--- config.mk ---
export PLATFORM = sky130hd
export DESIGN_NAME = game_port
export DESIGN_NICKNAME = d
export VERILOG_FILES = /design/src/hdl/game_port_pkg.sv /design/src/hdl/pad_if.sv /design/src/hdl/axis_oneshot.sv /design/src/hdl/gravis_serializer.sv /design/src/hdl/button_lines.sv /design/src/hdl/game_port.sv
export VERILOG_INCLUDE_DIRS = /design/src /design/src/hdl
export SDC_FILE = /design/constraint.sdc
export NUM_CORES = 1
export LEC_CHECK = 0
export BUFFER_PORTS_ARGS = -buffer_cell sky130_fd_sc_hd__buf_2
export CAP_MARGIN = 20
export CELL_PAD_IN_SITES_DETAIL_PLACEMENT = 1
export CELL_PAD_IN_SITES_GLOBAL_PLACEMENT = 1
export CORE_UTILIZATION = 45
export DETAILED_ROUTE_END_ITERATION = 7
export PLACE_DENSITY = 0.83
export SLEW_MARGIN = 0
export SYNTH_ARGS = -nofsm -noshare
export SYNTH_HDL_FRONTEND = slang
export SYNTH_HIERARCHICAL = 1
export SYNTH_SLANG_ARGS = --single-unit
--- constraint.sdc ---
create_clock -name clk -period 2.6 [get_ports clk]
set_input_delay 0.13 -clock clk [delete_from_list [all_inputs] [get_ports clk]]
set_output_delay 0.13 -clock clk [all_outputs]
set_load 0.01 [all_outputs]
--- src/hdl/game_port_consts.svh ---
`ifndef GAME_PORT_CONSTS_SVH
`define GAME_PORT_CONSTS_SVH

// Divider value on which every running axis count steps down.
`define GP_DIV_LAST 265

// Start count for a stick held left or up.
`define GP_AXIS_MIN 8

// Start count for a stick held right or down.
`define GP_AXIS_MAX 391

// Start count for a centred stick, also the offset added to analog values.
`define GP_AXIS_CENTER 200

// Count held in every axis after reset.
`define GP_AXIS_RESET 197

// Last position of the 24-bit Gravis frame.
`define GP_FRAME_LAST 23

`endif

--- src/hdl/game_port_pkg.sv ---
package game_port_pkg;

	// One-shot count of a single axis.
	typedef logic [8:0] axis_count_t;

	// Prescaler between the clock and the axis decrements.
	typedef logic [8:0] div_count_t;

	// Digital buttons, bit 0 up to bit 13.
	// Right, left, down, up, but1..but4, start, select, R1, L1, R2, L2.
	typedef logic [13:0] pad_buttons_t;

	// Signed X in the low byte and signed Y in the high byte.
	typedef logic [15:0] stick_pos_t;

	// Button mode of the port.
	// 0 two sticks, 1 one stick with four buttons, 2 Gravis, 3 as 0.
	typedef logic [1:0] port_mode_t;

	// Bit position inside the Gravis frame.
	typedef logic [4:0] frame_pos_t;

endpackage

--- src/hdl/pad_if.sv ---
`timescale 1ns/1ps

// Button and stick state of both pads, as handed in by the host.
interface pad_if;

	// Pressed buttons of pad 1 and pad 2.
	game_port_pkg::pad_buttons_t dig_1;
	game_port_pkg::pad_buttons_t dig_2;

	// Analog stick positions of pad 1 and pad 2.
	game_port_pkg::stick_pos_t ana_1;
	game_port_pkg::stick_pos_t ana_2;

	// Top level fills the bundle from its own ports.
	modport source (output dig_1, dig_2, ana_1, ana_2);

	// Axis timers need the sticks and the direction buttons.
	modport axis (input dig_1, dig_2, ana_1, ana_2);

	// Button paths only look at the digital state.
	modport pad (input dig_1, dig_2);

endinterface

--- src/hdl/axis_oneshot.sv ---
`timescale 1ns/1ps

`include "game_port_consts.svh"

module axis_oneshot (
	input  logic       clk,
	input  logic       rst_n,
	pad_if.axis        pads,
	input  logic       write,
	input  logic       address,
	output logic [3:0] axis_active
);

	// Start count for one axis.
	// A nonzero analog value wins over the direction buttons.
	function automatic game_port_pkg::axis_count_t load_count(
		input logic [7:0] raw,
		input logic       neg_btn,
		input logic       pos_btn
	);
		game_port_pkg::axis_count_t ext;
		game_port_pkg::axis_count_t scaled;
		ext = {raw[7], raw};
		// Value times 1.5 around the centre, wraps modulo 512.
		scaled = ext + {ext[8], ext[8:1]} + 9'(`GP_AXIS_CENTER);
		if (raw != 8'd0) begin
			return scaled;
		end else if (neg_btn) begin
			return 9'(`GP_AXIS_MIN);
		end else if (pos_btn) begin
			return 9'(`GP_AXIS_MAX);
		end
		return 9'(`GP_AXIS_CENTER);
	endfunction

	// Axis order is 1X, 1Y, 2X, 2Y.
	logic [7:0] raw [4];
	logic [3:0] neg_btn;
	logic [3:0] pos_btn;

	game_port_pkg::axis_count_t count_q [4];
	game_port_pkg::div_count_t  div_q;

	logic load;
	logic tick;

	// Raw signed stick bytes.
	assign raw[0] = pads.ana_1[7:0];
	assign raw[1] = pads.ana_1[15:8];
	assign raw[2] = pads.ana_2[7:0];
	assign raw[3] = pads.ana_2[15:8];

	// Left for X, up for Y.
	assign neg_btn = {pads.dig_2[3], pads.dig_2[1], pads.dig_1[3], pads.dig_1[1]};

	// Right for X, down for Y.
	assign pos_btn = {pads.dig_2[2], pads.dig_2[0], pads.dig_1[2], pads.dig_1[0]};

	// Port write with the select bit set fires all four one-shots.
	assign load = write & address;

	// Divider wraps here and the counts step down.
	assign tick = (div_q == 9'(`GP_DIV_LAST));

	// Shared rate divider.
	// A load restarts it at 1 so the first step lands 265 cycles later.
	always_ff @(posedge clk or negedge rst_n) begin
		if (!rst_n) begin
			div_q <= '0;
		end else if (load) begin
			div_q <= 9'd1;
		end else if (tick) begin
			div_q <= '0;
		end else begin
			div_q <= div_q + 9'd1;
		end
	end

	// One countdown per axis.
	for (genvar i = 0; i < 4; i++) begin : g_axis
		always_ff @(posedge clk or negedge rst_n) begin
			if (!rst_n) begin
				count_q[i] <= 9'(`GP_AXIS_RESET);
			end else if (load) begin
				// Load beats a decrement in the same cycle.
				count_q[i] <= load_count(raw[i], neg_btn[i], pos_btn[i]);
			end else if (tick && count_q[i] != '0) begin
				count_q[i] <= count_q[i] - 9'd1;
			end
		end

		// Port bit stays high while the one-shot runs.
		assign axis_active[i] = (count_q[i] != '0);
	end

endmodule

--- src/hdl/gravis_serializer.sv ---
`timescale 1ns/1ps

`include "game_port_consts.svh"

module gravis_serializer (
	input  logic       clk,
	input  logic       rst_n,
	input  logic       clk_grav,
	pad_if.pad         pads,
	output logic       grav_clk_q,
	output logic [1:0] grav_data
);

	game_port_pkg::frame_pos_t pos_q;

	logic       grav_rise;
	logic [1:0] frame_bit;

	// Slow strobe low last cycle and high now.
	assign grav_rise = ~grav_clk_q & clk_grav;

	// Frame table, player 2 in bit 1 and player 1 in bit 0.
	// Header is a 0 then five 1s, each button group starts with a 0.
	always_comb begin
		case (pos_q)
			5'd1, 5'd2, 5'd3, 5'd4, 5'd5: frame_bit = 2'b11;
			// Select, start, R2, but4.
			5'd7:  frame_bit = {pads.dig_2[9], pads.dig_1[9]};
			5'd8:  frame_bit = {pads.dig_2[8], pads.dig_1[8]};
			5'd9:  frame_bit = {pads.dig_2[12], pads.dig_1[12]};
			5'd10: frame_bit = {pads.dig_2[7], pads.dig_1[7]};
			// L2, but2, but1, but3.
			5'd12: frame_bit = {pads.dig_2[13], pads.dig_1[13]};
			5'd13: frame_bit = {pads.dig_2[5], pads.dig_1[5]};
			5'd14: frame_bit = {pads.dig_2[4], pads.dig_1[4]};
			5'd15: frame_bit = {pads.dig_2[6], pads.dig_1[6]};
			// L1, R1, up, down.
			5'd17: frame_bit = {pads.dig_2[11], pads.dig_1[11]};
			5'd18: frame_bit = {pads.dig_2[10], pads.dig_1[10]};
			5'd19: frame_bit = {pads.dig_2[3], pads.dig_1[3]};
			5'd20: frame_bit = {pads.dig_2[2], pads.dig_1[2]};
			// Right, left.
			5'd22: frame_bit = {pads.dig_2[0], pads.dig_1[0]};
			5'd23: frame_bit = {pads.dig_2[1], pads.dig_1[1]};
			// Separators at 0, 6, 11, 16 and 21.
			default: frame_bit = 2'b00;
		endcase
	end

	// Sampled strobe, it also drives the clock lines of the port.
	always_ff @(posedge clk or negedge rst_n) begin
		if (!rst_n) begin
			grav_clk_q <= 1'b0;
		end else begin
			grav_clk_q <= clk_grav;
		end
	end

	// One frame bit per strobe rise.
	always_ff @(posedge clk or negedge rst_n) begin
		if (!rst_n) begin
			pos_q     <= '0;
			grav_data <= 2'b00;
		end else if (grav_rise) begin
			grav_data <= frame_bit;
			// Wrap back to the header after the last bit.
			if (pos_q == 5'(`GP_FRAME_LAST)) begin
				pos_q <= '0;
			end else begin
				pos_q <= pos_q + 5'd1;
			end
		end
	end

endmodule

--- src/hdl/button_lines.sv ---
`timescale 1ns/1ps

module button_lines (
	input  logic                     clk,
	input  logic                     rst_n,
	input  game_port_pkg::port_mode_t mode,
	pad_if.pad                       pads,
	input  logic                     grav_clk_q,
	input  logic [1:0]               grav_data,
	output logic [3:0]               buttons
);

	// Next value of jb4..jb1.
	logic [3:0] lines_d;

	// Port lines are active low, pressed buttons pull them to 0.
	always_comb begin
		case (mode)
			2'd2: begin
				// Clock on jb1 and jb3, data on jb2 and jb4.
				lines_d = {grav_data[1], grav_clk_q, grav_data[0], grav_clk_q};
			end
			2'd1: begin
				// All four buttons of pad 1.
				lines_d = ~pads.dig_1[7:4];
			end
			default: begin
				// but1 and but2 of each pad, mode 3 lands here too.
				lines_d = ~{pads.dig_2[5:4], pads.dig_1[5:4]};
			end
		endcase
	end

	// Lines idle high.
	always_ff @(posedge clk or negedge rst_n) begin
		if (!rst_n) begin
			buttons <= 4'b1111;
		end else begin
			buttons <= lines_d;
		end
	end

endmodule

--- src/hdl/game_port.sv ---
`timescale 1ns/1ps

module game_port (
	input  logic                       clk,
	input  logic                       rst_n,
	input  logic                       clk_grav,
	input  game_port_pkg::pad_buttons_t dig_1,
	input  game_port_pkg::pad_buttons_t dig_2,
	input  game_port_pkg::stick_pos_t   ana_1,
	input  game_port_pkg::stick_pos_t   ana_2,
	input  game_port_pkg::port_mode_t   mode,
	input  logic                       address,
	input  logic                       write,
	output logic [7:0]                 readdata
);

	// Pad state shared by the three blocks.
	pad_if pads_if ();

	// Strobe and serial data from the Gravis block.
	logic       grav_clk_q;
	logic [1:0] grav_data;

	// jb4..jb1 and the four one-shot bits.
	logic [3:0] buttons;
	logic [3:0] axis_active;

	assign pads_if.dig_1 = dig_1;
	assign pads_if.dig_2 = dig_2;
	assign pads_if.ana_1 = ana_1;
	assign pads_if.ana_2 = ana_2;

	// Four one-shots fired by a port write.
	axis_oneshot axis_oneshot_i (
		.clk         (clk),
		.rst_n       (rst_n),
		.pads        (pads_if),
		.write       (write),
		.address     (address),
		.axis_active (axis_active)
	);

	// Serial frame for the Gravis mode.
	gravis_serializer gravis_serializer_i (
		.clk        (clk),
		.rst_n      (rst_n),
		.clk_grav   (clk_grav),
		.pads       (pads_if),
		.grav_clk_q (grav_clk_q),
		.grav_data  (grav_data)
	);

	// Mode dependent button lines.
	button_lines button_lines_i (
		.clk        (clk),
		.rst_n      (rst_n),
		.mode       (mode),
		.pads       (pads_if),
		.grav_clk_q (grav_clk_q),
		.grav_data  (grav_data),
		.buttons    (buttons)
	);

	// Buttons on top, then 2Y, 2X, 1Y, 1X.
	// Straight from registers, so reads see no extra delay.
	assign readdata = {buttons, axis_active};

endmodule

==> results of run 1 <==
[worst max-delay path, cell delays in order, from the launching register on]
cell and delay [ns]:
dfrtp_1 0.40, inv_1 0.10, ha_1 0.22, or3b_2 0.52, nor4_2 0.22, buf_4 0.20, inv_1 0.04, buf_2 0.13
[how the worst max path moves through the flow]
stage	start	to
global placement	ana_2[1]	axis_oneshot_i/count_q[16]
CTS	axis_oneshot_i/count_q[28]	readdata[0]
global route	axis_oneshot_i/count_q[28]	readdata[0]
detailed placement	ana_2[1]	axis_oneshot_i/count_q[16]
finish	axis_oneshot_i/count_q[28]	readdata[0]
floorplan	axis_oneshot_i/count_q[14]	axis_oneshot_i/count_q[13]
[placed cells by master (no fill, tap or decap), drive strengths merged, types with 5 or more instances in the layout]
| cell type | count |
|---|---|
| a22o | 5 |
| nor3 | 15 |
| a31oi | 10 |
| o22ai | 6 |
| nand2b | 7 |
| xnor2 | 13 |
| nand4 | 13 |
| a22oi | 5 |
| o21ai | 27 |
| nand3 | 29 |
| or3 | 11 |
| nand2 | 35 |
| nor3b | 9 |
| clkbuf | 13 |
| and2 | 7 |
| mux2i | 7 |
| inv | 70 |
| a211oi | 17 |
| nor2b | 6 |
| a21oi | 46 |
| nor4 | 6 |
| dfstp | 20 |
| dfrtp | 37 |
| nor2 | 33 |
| xor2 | 22 |
| ha | 81 |
| o22a | 9 |
| buf | 88 |
[flip-flops by register name (all words and copies together), names as in the netlist]
| signal | cells |
|---|---|
| axis_oneshot_i/count_q | 36 |
| axis_oneshot_i/div_q | 9 |
| gravis_serializer_i/pos_q | 5 |
| button_lines_i/buttons | 4 |
| gravis_serializer_i/grav_data | 2 |
| gravis_serializer_i/grav_clk_q | 1 |
[kinds of logic after synthesis]
logic type / share of synthesized area, %
and+or+nand+nor: 19.4
buffers and inverters: 7.09
DFF: 26.0
AOI/OAI and AO/OA: 20.5
muxes: 2.06
adders and majority gates: 19.6
xor gates and xnor gates: 5.48
[power groups by stage]
stage	Clock (mW)	Sequential, mW	Combinational [mW]
after floorplan	0	1.26	1.07
after global placement	0	1.31	1.29
after detailed placement	0	1.33	1.37
after CTS	1.29	1.32	1.40
after global routing	1.33	1.35	1.56
final	1.27	1.32	1.40
[through the flow]
stage / util [%] / std cells / total power [mW]
6_report: 54.0 / 896 / 4.00
5_1_grt: 54.0 / 896 / 4.24
4_1_cts: 54.0 / 896 / 4.01
3_5_place_dp: 51.0 / 876 / 2.69
3_3_place_gp: 51.0 / 876 / 2.60
2_1_floorplan: - / 643 / 2.33
[layer usage]
metal	track usage (%)	wire (um)	vias up
li1	-	-	2505
met1	30.7	6790	2639
met2	46.5	8150	103
met3	4.46	544	31
met4	9.47	378	0
met5	0	0	-
[area by class of cell]
type                       count  area [sq um]  area share [%]
multi-input combinational    493          3740            57.5
clock buffer                  13           250            3.84
sequential                    57          1450            22.3
tap                          168           210            3.23
timing repair buffer          92           528            8.11
clock inverter                 3          65.1           0.999
inverter                      70           263            4.04
==> results.md, run 1 <==
- The flow ran to the end, and the final reports show no timing, DRC or antenna violations.
- The most area-hungry cell type in the Yosys netlist is ha_1.
- The worst path uses 88.7% of the clock period.
- The horizontal extent of the die is 113 um.
- In this run switching power makes up 35.1% of total power.
- Global routing finished with a remaining overflow of 0.
- The vias per cell is 5.89.
- The proportion of power drawn by the clock network is 31.9%.
- The synthesized netlist occupies a cell area of 0.00559 sq mm.
- In the final routed layout, each cell accounts on average for 17.7 um.
- The worst clock skew on the final layout is 0.00943 ns.
- The I/O pin count is 75.
- In this run the deepest clock path goes through 2 buffers.
- OpenSTA, run right after detailed placement, puts the worst setup slack at 0.267 ns.
- The wire length of the first global-routing pass is 26600 um.
- The end of the worst register-to-register path is axis_oneshot_i/count_q[21].
- The combinational power share is 35.0%.
- The clock net in this run drives a total of 57 sinks.
- The initial antenna violation count is 0.
- The sum of routed wire length over all layers is 15900 um.
- The number of hold-repair buffers added at the cts stage is 4.
- The total of max-cap violations is 0.
- Measured against its own limit, the worst slew margin works out to 57.8%.
- Setup violations remaining at the end of the flow were counted as 0.
- The first detailed-routing pass took 4 iterations.
- The max-slew violation count was 0.
- The count of instances resized after the clock tree is built is 0.
- Yosys printed 6 warnings.
- Ranked by total cell area, the synthesized netlist is headed by ha_1 18%, dfrtp_1 17%, dfstp_2 9.4%, inv_1 4.7%, a21oi_1 4.1%.
- The internal power consumption is 2.59 mW.
- At the worst endpoint, the required time is 2.47 ns.
- A synthesized cell averages 8.70 sq um.
- The category of the worst setup path capture point is an output port.
- The number of enable flip-flop cells after synthesis is 0.
- In the post-route analysis, the smallest setup slack over all paths is 0.294 ns.
- Detailed routing inserted a total of 5278 vias.
- The ratio of total power to cell area is 614 mW/mm^2.
- The number of buffers created by CTS is 9.
- The leakage power of the design is 3.04 nW.
- The most used standard cell by instance count after synthesis is ha_1.
- The number of storage elements in the synthesis netlist is 57.
- Synthesis handed over a netlist of 643 instances.
- The tightest min-delay check is of the in -> reg type.
- Measured along the y axis, the die boundary spans 113 um.
- After clock tree synthesis, the clock-pin slew on the worst setup and hold paths is 0.05 ns.
- The H-tree generated during clock tree synthesis spans 3 levels.
- In the final layout, the share of cells above drive strength 1 is 20.1%.
- The instance area at placement is 0.00616 sq mm.
- The post-synthesis net count is 795.
- The worst reg-to-reg setup slack is 0.34 ns.
- Row generation in the floorplan step produced 40 rows.
- For this run, design rule violations remaining after detail routing come to 0.
- The maximum number of pins on one net before global-route repair is 40.
- The hold violation count in the final report was 0.
- For the pin with the worst max-slew slack, the measured transition is 0.634 ns.
- The detail route stage leaves a number of antenna-violating nets equal to 0.
- After routing the design area is 0.00651 sq mm.
- The number of filler instances in the final layout is 1477.
- In the final timing run, aggregate negative setup slack is 0 ns.
- The net switching power figure is 1.40 mW.
- In this run the worst path has a maximum fanout of 8.
- The terminating pin of the worst hold path is button_lines_i/buttons[2].
- The detailed router finished its first iteration with 245 violations.
- In the synthesized netlist the async set-or-reset flop fraction comes to 100%.
- CTS placed an instance of clkbuf_16 at the clock tree root.
- Measured in cells, the most critical reg-to-reg path has a length of 7.
- The worst-case IR drop observed on VDD is 425 uV.
- For this configuration, the core starts out at a cell density of 46.4%.
- Global routing consumed, over all layers together, 25.8% of the routing resources.
- The synthesized netlist contains 81 unique library cells.
- At the end of routability-driven placement, the weighted congestion stood at 0.841.
- 0 antenna diodes ended up in the layout.
- The CTS tree is yes.
- The final layout net count is 875.
- The relative area change from synthesis to final layout is 16.4%.
- The share of synthesized area in the top cell type comes to 18.1%.
- The startpoint of the worst register-to-register path is axis_oneshot_i/count_q[19].
- For this run, the leading register cell type out of synthesis is dfrtp_1.
- The number of setup buffers added after CTS is 0.
- The number of port buffers is 74.
- The area of the die is 0.0129 sq mm.
- The total area inside the core boundary comes to 0.0121 sq mm.
- The worst path needs 2.31 ns of the cycle, external delays included.
- The hold path depth is 3.
- STA classifies the critical path startpoint as a flip-flop.
- Setup repair after global routing left no endpoint under its margin.
- After synthesis, flip-flops and latches occupy 26.0% of the total area.
- Static timing analysis puts the maximum clock frequency at 434 MHz.
- After legalization and detailed placement, the total HPWL measured 12100 um.
- The number of global-route vias before repair is 5492.
- The clock latency at the later pin of the worst-skew pair is 0.33 ns.
- The launch point of the worst hold path is dig_2[4].
- Counting instances in the post-synthesis netlist gives the leading cell types as 81 x ha_1, 70 x inv_1, 46 x a21oi_1.
- The critical setup path kind is reg -> out.
- The worst slack on hold paths is 0.0813 ns.
- The sequential group share of total power is 33.1%.
- The data arrival time at the worst-slack endpoint is 2.18 ns.
Power figures use the tool's default switching activity.
==> run 2, diff against run 1 <==
REMOVE_ABC_BUFFERS = 1   (was unset)
==> run 2 against run 1 <==
Net effect:
- clock skew is 0.00057 ns higher
- critical path depth is the same
- non-clock buffer count decreased by 3
- routed wire length shrank 2.0%
==> results.md, run 2 (synthesis results as in run 1) <==
- The worst clock skew on the final layout is 0.0100 ns.
- The number of standard cells in the layout, taps in and fillers out is 893.
- The sum of routed wire length over all layers is 15500 um.
- The final route contains 5168 vias.
- Timing would allow up to 407 MHz.
- The share of the core filled with cells is 53.7%.
- The number of buffers inserted by post-CTS setup repair is 0.
- The layout has 1469 filler cells.
- The first-pass iteration count of the detailed router is 4.
- The relative area change from synthesis to final layout is 15.9%.
- For the worst setup path, the data arrival time is 2.33 ns.
- The classification of the worst-slack hold path is in -> reg.
- The initial antenna violation count is 0.
- After floorplanning, the core was sized to cover 0.0121 sq mm.
- The library cells used most frequently in the layout, excluding fill and tap cells, are 81 x ha_1, 74 x buf_2, 70 x inv_1.
- The critical path in this run is classified as reg -> out.
- The most numerous cell type found on the critical path is inv_1.
- The die covers 0.0129 sq mm.
- At the end of the flow, the number of nets in the layout was 872.
- The wire length of the first global-routing pass is 26800 um.
- Data on the critical path is required at its endpoint by 2.47 ns.
- Walking the worst path, the cells encountered are inv_1, ha_1, or3b_2, nor4_2, buf_4, inv_1, buf_2.
- The final critical path time including I/O delays and setup is 2.46 ns.
- The CTS tree is yes.
- The die outline height is 113 um.
- No sink is reached through more buffers than the 2 on the longest clock path.
- The die is 113 um wide.
- The antenna violation net count after detailed routing is 0.
- Headroom to the max-slew limit came out at 53.0%.
- After layout, the worst path uses 94.5% of the clock period.
- The category of the worst setup path capture point is an output port.
- The number of port buffers is 74.
- The clock slew seen by the registers of the worst setup and hold paths is 0.05 ns.
- The average routed wire per standard cell is 17.4 um.
- The largest single stage delay on the critical path is 0.51 ns.
- The violation count after the first detailed-routing iteration is 293.
- Across the whole layout, storage elements account for 0.00145 sq mm.
- The number of hold-repair buffers added at the cts stage is 4.
- Setup repair after global routing left no endpoint under its margin.
- The routability-driven placement congestion ratio is 0.853.
- The overall fraction of global-route tracks in use is 25.8%.
- The H-tree generated during clock tree synthesis spans 3 levels.
- The hold violation count in the final report is 0.
- The clock net in this run drives a total of 57 sinks.
- The most flop-heavy register is axis_oneshot_i/count_q.
- Clock tree synthesis selected as its root buffer the cell clkbuf_16.
- Leaving out fill and tap cells, the most frequent cell in the layout is ha_1.
- The startpoint type of the worst setup path is a flip-flop.
- The largest fanout on the critical path is 5.
- The clock reaches the later pin of the worst-skew pair after 0.34 ns.
- Including well taps, the total number of placed cells is 873.
- 75 I/O pins were placed.
- Detailed placement finished with a half-perimeter wire length of 12000 um.
- The final total negative setup slack is 0 ns.
- The peak supply drop is 345 uV.
- The placement row count is 40.
- The number of flip-flops in the largest register is 36.
- The ratio of total power to cell area is 607 mW/mm^2.
- The maximum number of pins on one net before global-route repair is 33.
- Summing all multi-input logic gate instances after layout gives 0.00374 sq mm.
- For this design the static power due to leakage is 3.02 nW.
- The number of antenna diodes in the final layout is 0.
- The initial utilization of the core area, before any placement, comes to 46.4%.
- The tool flagged a number of max-cap violations equal to 0.
- Counting both buffers and inverters, the worst setup path holds a total of 4.
- The worst-path cell with the longest stage delay is or3b_2.
- The transition time of the tightest slew-check pin is 0.703 ns.
- After detailed routing, the number of remaining DRC violations is 0.
- The share of final-layout standard cells stronger than drive strength 1 is 19.7%.
- The max-slew violation count came to 0.
- On the critical path the largest part of the delay comes from simple AND/OR/NAND/NOR gates.
- Dividing the detail-routed via count by the number of cells gives 5.79.
- The number of failing setup endpoints in the final timing report is 0.
- The run finished with clean final reports.
- The total overflow reported by the global router is 0.
- The number of buffers created by CTS is 9.
- Once the clock tree was built, the resizer swapped 0 gates to a different size.
- In the final layout, the registers with the most flip-flops are axis_oneshot_i/count_q (36), axis_oneshot_i/div_q (9), gravis_serializer_i/pos_q (5).
- The number of global-route vias before repair is 5715.
-- run 2: cell count changes in the layout (fill, tap and decap cells not counted) --
cell      previous run  this run
buf_4               13        10
clkbuf_8             1         0
clkinv_2             1         2
-- run 2: power breakdown --
| part | switching [mW] | internal, mW | total (mW) | leakage (nW) |
|---|---|---|---|---|
| combinational | 0.735 | 0.610 | 1.34 | 2.20 |
| sequential | 0.242 | 1.11 | 1.35 | 0.673 |
| clock | 0.404 | 0.835 | 1.24 | 0.151 |
-- run 2: path summary, 6_finish.rpt --
path,startpoint,end,slack [ns],cells after the start
worst max-delay path,axis_oneshot_i/count_q[28],readdata[0],0.14,7
worst min-delay path,dig_2[5],button_lines_i/buttons[3],0.06,3
worst max register to register,axis_oneshot_i/count_q[19],axis_oneshot_i/count_q[21],0.31,7
worst min register to register,gravis_serializer_i/grav_data[1],button_lines_i/buttons[3],0.52,2
max in group asynchronous,rst_n,axis_oneshot_i/count_q[33],1.56,3
min in group asynchronous,rst_n,axis_oneshot_i/count_q[1],0.36,2
-- run 2: worst reg2reg max path, stage by stage (launching register included) --
cell and delay [ns]:
dfrtp_1 0.41, inv_1 0.08, ha_1 0.19, or4b_1 0.47, or3_1 0.53, nand3_1 0.18, xor2_1 0.18, o22ai_1 0.10
-- run 2: final cells by class --
type | instances | area share (%)
Clock buffer | 12 | 3.65
Timing Repair Buffer | 89 | 7.80
Clock inverter | 4 | 1.08
Inverter | 70 | 4.05
Multi-Input combinational cell | 493 | 57.8
Sequential cell | 57 | 22.4
Tap cell | 168 | 3.24
-- run 2: metal layers --
metal	track usage [%]	vias up	share of wire, %
met5	0	-	0
met4	7.02	0	1.4
met3	3.03	21	2.2
met2	48.5	76	53
met1	30.8	2570	43
li1	-	2501	-
-- run 2: metrics by stage --
stage | hold slack [ns] | setup WS, ns | power, mW | cell area (sq um)
global route | 0.0766 | 0.0557 | 4.19 | 6480
detailed placement | 0.191 | 0.235 | 2.69 | 6130
global placement | 0.185 | 0.354 | 2.59 | 6130
CTS | 0.0511 | 0.163 | 3.96 | 6480
floorplan | -0.166 | 0.426 | 2.25 | 5460
finish | 0.0563 | 0.142 | 3.93 | 6480
